$ cat src/serv_defs.svh
`ifndef SERV_DEFS_SVH
`define SERV_DEFS_SVH

// Data path width in bits.
`define XLEN 32

// Word address width of the shared RAM.
`define ADDR_W 8
`define RAM_WORDS 256

// Byte address of the first instruction fetched after reset.
`define RESET_PC 32'h0000_0000

`define CNT_W 5 // Counts the 32 serial bit cycles.

`endif

$ cat src/rv_isa_pkg.sv
`include "serv_defs.svh"

package rv_isa_pkg;

   typedef logic [`XLEN-1:0] xlen_word_t;
   typedef logic [4:0]       reg_idx_t;
   typedef logic [6:0]       opcode_t;
   typedef logic [2:0]       funct3_t;

   typedef enum logic [2:0] {
      ADD,
      SUB,
      AND,
      OR,
      XOR
   } alu_op_e;

   // Major opcodes of the supported RV32I subset.
   localparam opcode_t OPC_OP     = 7'b0110011;
   localparam opcode_t OPC_OPIMM  = 7'b0010011;
   localparam opcode_t OPC_LOAD   = 7'b0000011;
   localparam opcode_t OPC_STORE  = 7'b0100011;
   localparam opcode_t OPC_BRANCH = 7'b1100011;
   localparam opcode_t OPC_JAL    = 7'b1101111;

   localparam funct3_t F3_ADD = 3'b000; // ADD and SUB share this code.
   localparam funct3_t F3_XOR = 3'b100;
   localparam funct3_t F3_OR  = 3'b110;
   localparam funct3_t F3_AND = 3'b111;
   localparam funct3_t F3_BEQ = 3'b000;
   localparam funct3_t F3_BNE = 3'b001;

endpackage

$ cat src/bus_pkg.sv
`include "serv_defs.svh"

package bus_pkg;

   import rv_isa_pkg::*;

   typedef logic [`ADDR_W-1:0] word_addr_t;

   typedef struct packed {
      logic       we;
      word_addr_t addr;
      xlen_word_t wdata;
   } bus_req_t;

   typedef struct packed {
      xlen_word_t rdata; // Old word at the address, for writes too.
   } bus_rsp_t;

   // Which requester owns the RAM while its response is outstanding.
   typedef enum logic [1:0] {IDLE, HOST, DATA, FETCH} grant_e;

endpackage

$ cat src/mem_arbiter.sv
module mem_arbiter import bus_pkg::*; (
   input  logic     clk,
   input  logic     i_rst_n,
   input  logic     i_host_valid,
   input  bus_req_t i_host_req,
   input  logic     i_data_valid,
   input  bus_req_t i_data_req,
   input  logic     i_fetch_valid,
   input  bus_req_t i_fetch_req,
   input  logic     i_ram_rsp_valid,
   input  bus_rsp_t i_ram_rsp,
   output logic     o_host_ready,
   output logic     o_data_ready,
   output logic     o_fetch_ready,
   output logic     o_host_rsp_valid,
   output logic     o_data_rsp_valid,
   output logic     o_fetch_rsp_valid,
   output bus_rsp_t o_rsp,
   output logic     o_ram_valid,
   output bus_req_t o_ram_req
);

   grant_e   grant_q;
   bus_rsp_t rsp_q;
   logic     idle;

   assign idle = (grant_q == IDLE);

   // Host wins over data, data over fetch.
   assign o_host_ready  = idle && i_host_valid;
   assign o_data_ready  = idle && i_data_valid && !i_host_valid;
   assign o_fetch_ready = idle && i_fetch_valid && !i_host_valid && !i_data_valid;
   assign o_ram_valid   = o_host_ready || o_data_ready || o_fetch_ready;
   assign o_ram_req     = i_host_valid ? i_host_req : (i_data_valid ? i_data_req : i_fetch_req);

   always_ff @(posedge clk or negedge i_rst_n) begin
      if (!i_rst_n) begin
         grant_q           <= IDLE;
         o_host_rsp_valid  <= 1'b0;
         o_data_rsp_valid  <= 1'b0;
         o_fetch_rsp_valid <= 1'b0;
      end else begin
         o_host_rsp_valid  <= i_ram_rsp_valid && (grant_q == HOST);
         o_data_rsp_valid  <= i_ram_rsp_valid && (grant_q == DATA);
         o_fetch_rsp_valid <= i_ram_rsp_valid && (grant_q == FETCH);
         if (o_host_ready) grant_q <= HOST;
         else if (o_data_ready) grant_q <= DATA;
         else if (o_fetch_ready) grant_q <= FETCH;
         else if (i_ram_rsp_valid) grant_q <= IDLE;
      end
   end

   always_ff @(posedge clk) begin
      if (i_ram_rsp_valid) rsp_q <= i_ram_rsp;
   end

   assign o_rsp = rsp_q;

   a_one_ready : assert property (
      @(posedge clk) disable iff (!i_rst_n)
      $onehot0({o_host_ready, o_data_ready, o_fetch_ready})
   );

   a_rsp_owned : assert property (
      @(posedge clk) disable iff (!i_rst_n)
      i_ram_rsp_valid |-> (grant_q != IDLE)
   );

endmodule

$ cat config.mk
export PLATFORM = sky130hd
export DESIGN_NAME = mem_arbiter
export DESIGN_NICKNAME = d
export VERILOG_FILES = /design/src/rv_isa_pkg.sv /design/src/bus_pkg.sv /design/src/mem_arbiter.sv
export VERILOG_INCLUDE_DIRS = /design/src
export SDC_FILE = /design/constraint.sdc
export NUM_CORES = 1
export LEC_CHECK = 0
export BUFFER_PORTS_ARGS = -buffer_cell sky130_fd_sc_hd__buf_2
export CORE_AREA = 2 2 93 95
export DETAILED_ROUTE_END_ITERATION = 7
export DIE_AREA = 0 0 95 97
export GPL_ROUTABILITY_DRIVEN = 0
export SLEW_MARGIN = 0
export SYNTH_ARGS = -nofsm -noshare
export SYNTH_HDL_FRONTEND = slang
export SYNTH_SLANG_ARGS = --single-unit
$ cat constraint.sdc
create_clock -name clk -period 2.2 [get_ports clk]
set_clock_uncertainty 0.1 [all_clocks]
set_input_delay 0.11 -clock clk [delete_from_list [all_inputs] [get_ports clk]]
set_output_delay 0.11 -clock clk [all_outputs]
set_load 0.05 [all_outputs]
==> out/results.txt <==
CTS H-tree lvls: 2
warning count from the yosys run: 0
post-CTS setup-driven buffer insertion count: 0
worst hold path endpoint: grant_q[1]
final-report hold violation count: 0
number of CTS-inserted buffers: 5
drt pass-1 iters: 4
final setup violation count: 0
first-iteration detailed-routing DRC count: 55
Total Wirelength: 7280 um
remaining design rule violation count: 0
unrepaired setup endpoints after global routing: no
via count: 2446
die area: 0.009215 sq mm
share of final-layout standard cells stronger than drive strength 1: 54.76%
total grt overflow: 0
post-synthesis register bit count: 37
Worst Tran Pin Value: 0.7509 ns
count of antenna diodes in the layout: 0
series of cell instances along the critical path: nor2_1 -> and3_1 -> buf_2
proportion of total power due to net switching: 41.46%
leakage dissipation: 1.987 nW
standard-cell rows: 33
cell area after placement: 0.003346 sq mm
via count of the first global-routing pass: 2467
part of the total power dissipated in sequential elements: 37.1%
global router's overall resource usage: 15.10%
Routed WL per cell: 12.84 um
highest clock rate: 0.6316 GHz
global-route wire length before repair: 11100 um
standard cell with the maximum stage delay on the critical path: dfrtp_1
design area: 0.003762 sq mm
clock root buffer: clkbuf_8
Psw: 0.9778 mW
distinct cell type count after synthesis: 18
setup ws final: 0.6167 ns
endpoint of the worst register-to-register path: grant_q[0]
Clock Sinks: 37
internal portion of total power: 1.381 mW
worst-case headroom to the max-slew limit: 49.94%
sequential fraction of the synthesis area: 51.67%
outcome: complete, no violations
start point of the worst hold path: i_fetch_valid
final total negative setup slack: 0 ns
part of the power in the clock network: 18.7%
start-to-end type of the worst setup path: reg -> out
Worst Hold Depth: 3
width of the die: 95 um
synthesized area per cell: 10.95 sq um
slowest stage delay, CP: 0.44 ns
count of buffers from port buffering: 240
clock tree from TritonCTS: built
FILL cells: 785
buffer depth of the longest clock path: 2
P per Cell Area: 626.9 mW/mm^2
reg2reg start: grant_q[1]
fraction of power consumed by combinational cells: 44.2%
Peak supply drop: 0.2009 mV
Setup Slack @ Placement: 0.6036 ns
post-DP HPWL: 5826 um
post-layout min period: 1.583 ns
count of pins over their slew limit: 0
count of maximum capacitance violations: 0
antenna violations before repair: 0
count of instances resized after the clock tree is built: 0
cells on worst reg2reg path: 3
startpoint class of the critical path: flop
CORE AREA: 0.008134 sq mm
initial core utilization: 25.84%
Area Overhead vs Synth: 78.99%
netlist area before placement: 0.002102 sq mm
vias per cell: 4.314
nature of the critical path endpoint: output pin
maximum fanout along the worst path: 6
IO Pins: 241
required time worst endpoint: 1.99 ns
maximum number of pins on one net before global-route repair: 46
clock latency on the worst-skew pair: 0.27 ns
net count reported at finish: 622
worst hold-check path type: in -> reg
die height: 97 um
R2R Setup Slk: 1.16 ns
Gate Count Post-Synth: 192
number of buffers added to fix hold violations after cts: 33
clock-pin slew on the worst setup and hold paths: 0.07 ns
arrival time reported for the critical path endpoint: 1.37 ns
syn nets: 353
crit share post-route: 71.97%
number of antenna-violating nets in the routed design: 0
## power by group through the flow
| stage | clock network [mW] | registers (mW) | logic (mW) |
|---|---|---|---|
| 2_1_floorplan | 0 | 1.09 | 0.496 |
| 3_3_place_gp | 0 | 0.887 | 1.00 |
| 3_5_place_dp | 0 | 0.890 | 1.00 |
| 4_1_cts | 0.455 | 0.875 | 1.05 |
| 5_1_grt | 0.486 | 0.884 | 1.11 |
| 6_report | 0.441 | 0.874 | 1.04 |
## area by class of cell
class                           instances  area, sq um  area share [%]
Clock inverter                          3        17.52          0.4656
Timing Repair Buffer                  277         1587           42.17
Inverter                                1        3.754         0.09977
Tap cell                              105        131.4           3.492
Sequential cell                        37         1086           28.87
Multi-Input combinational cell        139        868.3           23.08
Clock buffer                            5        68.82           1.829
## stage by stage
step / hold WS (ns) / utilization [%] / cells / power, mW
finish: 0.04901 / 46.25 / 567 / 2.359
global route: 0.08208 / 46.25 / 567 / 2.479
CTS: 0.04837 / 46.25 / 567 / 2.380
detailed placement: -0.1716 / 41.13 / 526 / 1.894
global placement: -0.1718 / 41.13 / 526 / 1.887
floorplan: -0.2856 / - / 192 / 1.586
## state kept, by name (all words and copies together) (netlist names)
| name | flops |
|---|---|
| o_fetch_rsp_valid | 1 |
| grant_q | 2 |
| o_rsp | 32 |
| o_host_rsp_valid | 1 |
| o_data_rsp_valid | 1 |
## cells by family after synthesis
logic type	Yosys count	share of synthesized area (%)
compound gates	45	10.89
mux	42	20.00
simple gates	52	10.42
buf+inv	16	7.024
flops	37	51.67
## routing by layer
| metal | GRT usage, % | vias to the layer above | share of wire (%) |
|---|---|---|---|
| li1 | - | 1226 | - |
| met1 | 15.67 | 1064 | 36 |
| met2 | 29.41 | 145 | 52 |
| met3 | 3.115 | 11 | 10 |
| met4 | 4.571 | 0 | 1.8 |
| met5 | 0 | - | 0 |
## cell usage after synthesis
master | n | area (sq um)
buf_12 | 4 | 80.08
nor2b_1 | 1 | 6.260
buf_6 | 2 | 22.52
and3_1 | 3 | 18.77
clkbuf_1 | 5 | 18.77
inv_1 | 1 | 3.750
buf_4 | 1 | 7.510
mux2i_1 | 42 | 420.4
dfrtp_1 | 5 | 125.1
o31a_1 | 1 | 8.760
nor2_1 | 4 | 15.01
nand2_1 | 42 | 157.7
nor4b_2 | 1 | 15.01
edfxtp_1 | 32 | 960.9
o21ai_0 | 7 | 35.03
and2_1 | 1 | 6.260
o21ai_1 | 37 | 185.2
buf_2 | 3 | 15.01
## layout by cell type, fill, tap and decap left out
cell type / instances
and2_1: 1
and3_1: 3
buf_12: 2
buf_2: 240
buf_4: 2
clkbuf_8: 5
clkinv_2: 2
clkinvlp_4: 1
dfrtp_1: 5
dlygate4sd3_1: 33
edfxtp_1: 32
inv_1: 1
mux2i_1: 42
nand2_1: 42
nor2_1: 4
nor2b_1: 1
nor4b_2: 1
o21ai_0: 7
o21ai_1: 37
o31a_1: 1
## worst max-delay path: cells and delay by family (launching register included)
family / cells / cell delay [ns]
buffers and inverters: 1 / 0.26
DFF: 1 / 0.44
and+or+nand+nor: 2 / 0.40
## worst max path at each step
stage / endpoint / from / slack (ns)
after floorplan: o_ram_req[2] / i_host_valid / 0.44
after global placement: o_ram_req[0] / i_data_valid / 0.66
after detailed placement: o_ram_req[0] / i_data_valid / 0.60
after CTS: o_fetch_ready / grant_q[1] / 0.60
after global routing: o_fetch_ready / grant_q[1] / 0.48
final: o_fetch_ready / grant_q[1] / 0.62
Power figures use the tool's default switching activity.
