**src/serv_defs.svh**
```systemverilog
`ifndef SERV_DEFS_SVH
`define SERV_DEFS_SVH

// Data path width in bits.
`define XLEN 32

// Word address width of the shared RAM.
`define ADDR_W 8
`define RAM_WORDS 256

// Byte address of the first instruction fetched after reset.
`define RESET_PC 32'h0000_0000

`define CNT_W 5 // Counts the 32 serial bit cycles.

`endif

```
**src/rv_isa_pkg.sv**
```systemverilog
`include "serv_defs.svh"

package rv_isa_pkg;

   typedef logic [`XLEN-1:0] xlen_word_t;
   typedef logic [4:0]       reg_idx_t;
   typedef logic [6:0]       opcode_t;
   typedef logic [2:0]       funct3_t;

   typedef enum logic [2:0] {
      ADD,
      SUB,
      AND,
      OR,
      XOR
   } alu_op_e;

   // Major opcodes of the supported RV32I subset.
   localparam opcode_t OPC_OP     = 7'b0110011;
   localparam opcode_t OPC_OPIMM  = 7'b0010011;
   localparam opcode_t OPC_LOAD   = 7'b0000011;
   localparam opcode_t OPC_STORE  = 7'b0100011;
   localparam opcode_t OPC_BRANCH = 7'b1100011;
   localparam opcode_t OPC_JAL    = 7'b1101111;

   localparam funct3_t F3_ADD = 3'b000; // ADD and SUB share this code.
   localparam funct3_t F3_XOR = 3'b100;
   localparam funct3_t F3_OR  = 3'b110;
   localparam funct3_t F3_AND = 3'b111;
   localparam funct3_t F3_BEQ = 3'b000;
   localparam funct3_t F3_BNE = 3'b001;

endpackage

```
**src/bus_pkg.sv**
```systemverilog
`include "serv_defs.svh"

package bus_pkg;

   import rv_isa_pkg::*;

   typedef logic [`ADDR_W-1:0] word_addr_t;

   typedef struct packed {
      logic       we;
      word_addr_t addr;
      xlen_word_t wdata;
   } bus_req_t;

   typedef struct packed {
      xlen_word_t rdata; // Old word at the address, for writes too.
   } bus_rsp_t;

   // Which requester owns the RAM while its response is outstanding.
   typedef enum logic [1:0] {IDLE, HOST, DATA, FETCH} grant_e;

endpackage

```
**src/serial_alu.sv**
```systemverilog
module serial_alu import rv_isa_pkg::*; (
   input  logic    clk,
   input  logic    i_rst_n,
   input  logic    i_init,
   input  alu_op_e i_op,
   input  logic    i_a,
   input  logic    i_b,
   output logic    o_rd,
   output logic    o_eq
);

   logic carry_q;
   logic eq_q;
   logic b_eff;
   logic cin;
   logic sum;

   // Subtraction adds the inverted operand with a carry in of one.
   assign b_eff = i_b ^ (i_op == SUB);
   assign cin   = i_init ? (i_op == SUB) : carry_q;
   assign sum   = i_a ^ b_eff ^ cin;

   assign o_eq = (i_init | eq_q) & ~(i_a ^ i_b); // Includes the current bit pair.

   always_comb begin
      case (i_op)
         AND:     o_rd = i_a & i_b;
         OR:      o_rd = i_a | i_b;
         XOR:     o_rd = i_a ^ i_b;
         default: o_rd = sum;
      endcase
   end

   always_ff @(posedge clk or negedge i_rst_n) begin
      if (!i_rst_n) begin
         carry_q <= 1'b0;
         eq_q    <= 1'b1;
      end else begin
         carry_q <= (i_a & b_eff) | (cin & (i_a ^ b_eff));
         eq_q    <= o_eq;
      end
   end

endmodule

```
**src/serial_regfile.sv**
```systemverilog
`include "serv_defs.svh"

module serial_regfile import rv_isa_pkg::*; (
   input  logic              clk,
   input  logic              i_rst_n,
   input  logic [`CNT_W-1:0] i_cnt,
   input  reg_idx_t          i_rs1_addr,
   input  reg_idx_t          i_rs2_addr,
   input  logic              i_rd_en,
   input  reg_idx_t          i_rd_addr,
   input  logic              i_rd,
   output logic              o_rs1,
   output logic              o_rs2
);

   xlen_word_t regs [32];

   // x0 is hardwired to zero.
   assign o_rs1 = (i_rs1_addr == '0) ? 1'b0 : regs[i_rs1_addr][i_cnt];
   assign o_rs2 = (i_rs2_addr == '0) ? 1'b0 : regs[i_rs2_addr][i_cnt];

   // One bit of rd is written per cycle.
   always_ff @(posedge clk) begin
      if (i_rd_en && (i_rd_addr != '0)) begin
         regs[i_rd_addr][i_cnt] <= i_rd;
      end
   end

   a_rd_addr_known : assert property (
      @(posedge clk) disable iff (!i_rst_n)
      i_rd_en |-> !$isunknown(i_rd_addr)
   );

endmodule

```
**src/serial_core.sv**
```systemverilog
`include "serv_defs.svh"

module serial_core import rv_isa_pkg::*, bus_pkg::*; (
   input  logic     clk,
   input  logic     i_rst_n,
   input  logic     i_run,
   input  logic     i_fetch_ready,
   input  logic     i_fetch_rsp_valid,
   input  bus_rsp_t i_fetch_rsp,
   input  logic     i_data_ready,
   input  logic     i_data_rsp_valid,
   input  bus_rsp_t i_data_rsp,
   output logic     o_fetch_valid,
   output bus_req_t o_fetch_req,
   output logic     o_data_valid,
   output bus_req_t o_data_req,
   output logic     o_halt
);

   typedef enum logic [2:0] {IDLE, FETCH, EXEC, ADDR, MEM, LOAD, HALT} core_state_e;

   core_state_e       state_q;
   logic [`CNT_W-1:0] cnt_q;
   logic              fetch_sent_q;
   xlen_word_t        pc_q;
   xlen_word_t        instr_q;
   xlen_word_t        imm_q;
   xlen_word_t        addr_q;
   xlen_word_t        wdata_q;
   xlen_word_t        load_q;
   xlen_word_t        imm_full;
   xlen_word_t        pc_plus4;
   xlen_word_t        target;
   opcode_t           opcode;
   funct3_t           funct3;
   alu_op_e           alu_op;
   logic is_op, is_opimm, is_load, is_store, is_branch, is_jal;
   logic rs1_bit, rs2_bit, op_b, alu_rd, alu_eq;
   logic rd_bit, rd_en, last_bit, taken, halt_jump;

   function automatic xlen_word_t imm_of(input xlen_word_t ins);
      opcode_t opc;
      opc = ins[6:0];
      case (opc)
         OPC_STORE:  imm_of = {{21{ins[31]}}, ins[30:25], ins[11:7]};
         OPC_BRANCH: imm_of = {{20{ins[31]}}, ins[7], ins[30:25], ins[11:8], 1'b0};
         OPC_JAL:    imm_of = {{12{ins[31]}}, ins[19:12], ins[20], ins[30:21], 1'b0};
         default:    imm_of = {{21{ins[31]}}, ins[30:20]};
      endcase
   endfunction

   assign opcode    = instr_q[6:0];
   assign funct3    = instr_q[14:12];
   assign is_op     = (opcode == OPC_OP);
   assign is_opimm  = (opcode == OPC_OPIMM);
   assign is_load   = (opcode == OPC_LOAD);
   assign is_store  = (opcode == OPC_STORE);
   assign is_branch = (opcode == OPC_BRANCH);
   assign is_jal    = (opcode == OPC_JAL);

   always_comb begin
      alu_op = ADD;
      if (is_op || is_opimm) begin
         case (funct3)
            F3_ADD:  alu_op = (is_op && instr_q[30]) ? SUB : ADD;
            F3_XOR:  alu_op = XOR;
            F3_OR:   alu_op = OR;
            F3_AND:  alu_op = AND;
            default: alu_op = ADD;
         endcase
      end
   end

   // PC arithmetic stays parallel.
   assign imm_full  = imm_of(instr_q);
   assign pc_plus4  = pc_q + 32'd4;
   assign target    = pc_q + imm_full;
   assign last_bit  = (cnt_q == '1);
   assign taken     = is_branch && (funct3 == F3_BNE ? !alu_eq : alu_eq);
   assign halt_jump = is_jal && (imm_full == '0); // A jump to itself.

   assign op_b  = (is_op || is_branch) ? rs2_bit : imm_q[0];
   assign rd_en = ((state_q == EXEC) && (is_op || is_opimm || is_jal)) || (state_q == LOAD);
   assign rd_bit = (state_q == LOAD) ? load_q[cnt_q] : (is_jal ? pc_plus4[cnt_q] : alu_rd);

   serial_alu alu_i (
      .clk    (clk),
      .i_rst_n(i_rst_n),
      .i_init ((state_q == EXEC) && (cnt_q == '0)),
      .i_op   (alu_op),
      .i_a    (rs1_bit),
      .i_b    (op_b),
      .o_rd   (alu_rd),
      .o_eq   (alu_eq)
   );

   serial_regfile regfile_i (
      .clk       (clk),
      .i_rst_n   (i_rst_n),
      .i_cnt     (cnt_q),
      .i_rs1_addr(instr_q[19:15]),
      .i_rs2_addr(instr_q[24:20]),
      .i_rd_en   (rd_en),
      .i_rd_addr (instr_q[11:7]),
      .i_rd      (rd_bit),
      .o_rs1     (rs1_bit),
      .o_rs2     (rs2_bit)
   );

   always_ff @(posedge clk or negedge i_rst_n) begin
      if (!i_rst_n) begin
         state_q      <= IDLE;
         cnt_q        <= '0;
         fetch_sent_q <= 1'b0;
         pc_q         <= `RESET_PC;
      end else begin
         case (state_q)
            IDLE: if (i_run) state_q <= FETCH;
            FETCH: begin
               if (o_fetch_valid && i_fetch_ready) fetch_sent_q <= 1'b1;
               if (i_fetch_rsp_valid) begin
                  fetch_sent_q <= 1'b0;
                  state_q      <= EXEC;
               end
            end
            EXEC: begin
               cnt_q <= cnt_q + 1'b1; // Wraps back to zero after bit 31.
               if (last_bit) begin
                  pc_q <= (is_jal || taken) ? target : pc_plus4;
                  if (halt_jump) state_q <= HALT;
                  else if (is_load || is_store) state_q <= ADDR;
                  else state_q <= FETCH;
               end
            end
            ADDR: if (i_data_ready) state_q <= MEM;
            MEM: if (i_data_rsp_valid) state_q <= is_load ? LOAD : FETCH;
            LOAD: begin
               cnt_q <= cnt_q + 1'b1;
               if (last_bit) state_q <= FETCH;
            end
            default: state_q <= state_q;
         endcase
      end
   end

   // Immediate, address and store data shift in LSB first.
   always_ff @(posedge clk) begin
      if ((state_q == FETCH) && i_fetch_rsp_valid) begin
         instr_q <= i_fetch_rsp.rdata;
         imm_q   <= imm_of(i_fetch_rsp.rdata);
      end
      if (state_q == EXEC) begin
         imm_q   <= {1'b0, imm_q[`XLEN-1:1]};
         addr_q  <= {alu_rd, addr_q[`XLEN-1:1]};
         wdata_q <= {rs2_bit, wdata_q[`XLEN-1:1]};
      end
      if ((state_q == MEM) && i_data_rsp_valid) load_q <= i_data_rsp.rdata;
   end

   assign o_fetch_valid = (state_q == FETCH) && !fetch_sent_q;
   assign o_fetch_req   = '{we: 1'b0, addr: pc_q[`ADDR_W+1:2], wdata: '0};
   assign o_data_valid  = (state_q == ADDR);
   assign o_data_req    = '{we: is_store, addr: addr_q[`ADDR_W+1:2], wdata: wdata_q};
   assign o_halt        = (state_q == HALT);

   a_one_port : assert property (
      @(posedge clk) disable iff (!i_rst_n)
      !(o_fetch_valid && o_data_valid)
   );

endmodule

```
**config.mk**
```make
export PLATFORM = sky130hd
export DESIGN_NAME = serial_core
export DESIGN_NICKNAME = d
export VERILOG_FILES = /design/src/rv_isa_pkg.sv /design/src/bus_pkg.sv /design/src/serial_alu.sv /design/src/serial_regfile.sv /design/src/serial_core.sv
export VERILOG_INCLUDE_DIRS = /design/src
export SDC_FILE = /design/constraint.sdc
export NUM_CORES = 2
export LEC_CHECK = 0
export BUFFER_PORTS_ARGS = -buffer_cell sky130_fd_sc_hd__clkbuf_2
export CAP_MARGIN = 30
export CORE_MARGIN = 2
export CORE_UTILIZATION = 35
export CTS_CLUSTER_DIAMETER = 200
export CTS_CLUSTER_SIZE = 30
export DETAILED_ROUTE_END_ITERATION = 10
export PLACE_DENSITY = 0.52
export SYNTH_ARGS = -nofsm -noshare
export SYNTH_HDL_FRONTEND = slang
export SYNTH_SLANG_ARGS = --single-unit
```
**constraint.sdc**
```tcl
create_clock -name clk -period 65.3 [get_ports clk]
set_clock_uncertainty 0.05 [all_clocks]
set_input_delay 13.06 -clock clk [delete_from_list [all_inputs] [get_ports clk]]
set_output_delay 13.06 -clock clk [all_outputs]
set_load 0.05 [all_outputs]
```
==> impl_metrics.yaml <==
critical_path:
  endpoint: "o_fetch_valid"
  crit_fanout: 6
  arrival_ns: 2.50
  worstPathRequired_ns: 52.19
  reg2reg_depth: 20
  crit_path_start_kind: "register"
  rr_endpoint: "regfile_i.regs[27][14]$_DFFE_PP_"
  critPathKind: "register to output pin"
  end_kind: "output pin"
  critPathLaunch: "state_q[2]$_DFFE_PN0P_"
  r2r_slack_ns: 55.01
sta:
  hold_viol_final: 0
  final-max-slew-violation-count: 0
  tns_ns: 0
  grt_setup_unrepaired: "no"
  tightest_slew_ns: 1.11
  fin_hold_ws_ns: 0.384
  finalSetupViolCount: 0
  finalCritPeriodShare: 0.239
  max-slew-margin-rel: 0.257
  post-route-min-period_ns: 15.61
  maxClockFrequency_mhz: 64.1
cts:
  clk_path_buf_depth: 3
  clock_sinks: 1235
  numCtsBuffers: 47
  insertion_delay_ns: 0.72
  cts_hold_buf: 0
  cts_setup_buffers: 0
  cts_tree: "yes"
  htreeDepth: 2
  cts_resized: 0
  cts_root_buffer: "clkbuf_16"
  clk_pin_slew_ns: 0.14
logic_synthesis:
  synthFlopType: "edfxtp_1"
  syn_inst: 4523
  synth_seq_area_share: 0.578
  synth_warnings: 0
  synth_area_leader_cell: "edfxtp_1"
  yosys-top-cells-area: "edfxtp_1 (56%), mux4_2 (20%), nor2_1 (6.4%)"
  syn_area_mm2: 0.0636
  yosysMostFrequentCell: "edfxtp_1"
  ys_ff_latch: 1235
  avgSynthCellArea_um2: 14.1
  synth-edff-count: 1181
  ys_async_sr_fraction: 0.0348
  synth_top_area_share: 0.557
  synth.distinct_cells: 82
  synth_common_cells: "edfxtp_1 (1,181), nor2_1 (1,080), mux4_2 (568)"
floorplanning:
  initial_utilization: 0.352
  die_h_um: 430
  coreArea_mm2: 0.181
  die_x_um: 430
  rows: 156
  dieArea_mm2: 0.185
  ios: 156
cells_and_area:
  num_antenna_cells: 0
  fin_nets: 4541
  final_area_mm2: 0.0686
  final_layout_size_suffix_gt1_frac: 0.221
  area_delta_synth_final_pct: 7.77
grt:
  grt_pass1_vias: 40200
  overflow: 0
  grt_usage: 0.225
  grt_max_degree: 204
  antenna_found_initial: 3
  grt_pass1_wl_um: 302000
routing:
  avgViaCountPerCell: 6.05
  drtIter0Drc: 5179
  wirelength_um: 213000
  vias: 41300
  ant_nets: 0
  drc: 0
  wire_per_inst_um: 31.2
  firstDrtPassIters: 5
worst_hold_path:
  hp-class: "register to register"
run:
  drv_cap: 0
status:
  status: "finished, final reports clean"
placed_design:
  globalplace.congestion: 0.823
  io_buffers: 122
  dpl.hpwl_um: 122000
  placedInstanceArea_mm2: 0.0671
pwr:
  p_leak_nw: 20.9
  peakVddDrop_uv: 124
  cellPowerDensity_mw_per_mm2: 43.7
worst min-delay path by stage:
stage / startpoint / endpoint / slack [ns] / depth (start not counted)
2_1_floorplan: addr_q[11]$_DFFE_PP_ / addr_q[10]$_DFFE_PP_ / 0.35 / 0
3_3_place_gp: addr_q[21]$_DFFE_PP_ / addr_q[20]$_DFFE_PP_ / 0.35 / 0
3_5_place_dp: addr_q[16]$_DFFE_PP_ / addr_q[15]$_DFFE_PP_ / 0.36 / 0
4_1_cts: addr_q[16]$_DFFE_PP_ / addr_q[15]$_DFFE_PP_ / 0.38 / 0
5_1_grt: addr_q[16]$_DFFE_PP_ / addr_q[15]$_DFFE_PP_ / 0.39 / 0
6_report: addr_q[16]$_DFFE_PP_ / addr_q[15]$_DFFE_PP_ / 0.38 / 0
cell usage in the layout (no fill, tap or decap), drive strengths merged, types with 23 or more instances in the layout:
master  netlist  routed
edfxtp     1181    1181
nor2       1080    1080
mux4        568     568
nand2       190     190
clkbuf      306     188
buf         171     147
mux2i       107     107
a21oi       101     101
o21ai        77      77
a22oi        66      66
conb          1      65
nand3        49      49
nor3         43      43
dfrtp        42      42
ha           40      40
a21o         37      37
nand4        30      30
o22ai        29      29
xnor2        29      29
nor2b        29      29
inv          28      29
mux2         28      28
a211oi       25      25
a31oi        23      23
critical path, cell delays in order (launching register included):
cell      delay [ns]
dfrtp_1         0.46
inv_1           0.18
nand2_1         0.14
nor3_1          0.56
clkbuf_2        0.43
sequential cells by signal, indices dropped and copies added (netlist names), named ones only:
name	flops
load_q	32
cnt_q	5
fetch_sent_q	1
alu_i.eq_q	1
state_q	3
wdata_q	32
regfile_i.regs	1024
alu_i.carry_q	1
imm_q	32
instr_q	32
pc_q	32
addr_q	30
report_power, final:
part	leakage, nW	internal, mW	total [mW]	switching (mW)
clock	0.636	0.139	0.390	0.251
sequential	11.3	1.42	1.47	0.0544
combinational	8.89	0.308	1.13	0.821
total	20.9	1.87	2.99	1.13
final cells by class:
type	instances	area, µm²
inverters	29	109
well taps	2370	2970
fillers	17200	112000
clock inverters	3	55.1
flip-flops and latches	1235	36800
multi-input cells	2846	24900
repair buffers	269	2470
clock buffers	66	1270
stage by stage:
step	worst slack, ns	util	instances	power (mW)
finish	49.69	0.379	6818	2.99
global route	49.51	0.379	6818	3.11
CTS	49.54	0.378	6812	2.99
detailed placement	50.22	0.371	6743	2.60
global placement	50.22	0.366	6703	2.58
floorplan	26.29	-	4587	2.55
routing by layer:
metal,track usage,part of all wire,up-vias
met1,0.305,0.41,22200
met2,0.378,0.49,1811
li1,-,-,17000
met3,0.0329,0.075,274
met5,0,0.00013,-
met4,0.0649,0.032,4
kinds of logic after synthesis:
logic type,Yosys count,synth area share
other,1,0.0000589
muxes,703,0.223
buffers and inverters,506,0.0366
adders and majority gates,42,0.00850
DFF,1235,0.578
xor gates and xnor gates,45,0.00620
and+or+nand+nor,1538,0.101
AOI/OAI and AO/OA,453,0.0471
Note: power is estimated with default switching activity, not from simulation.
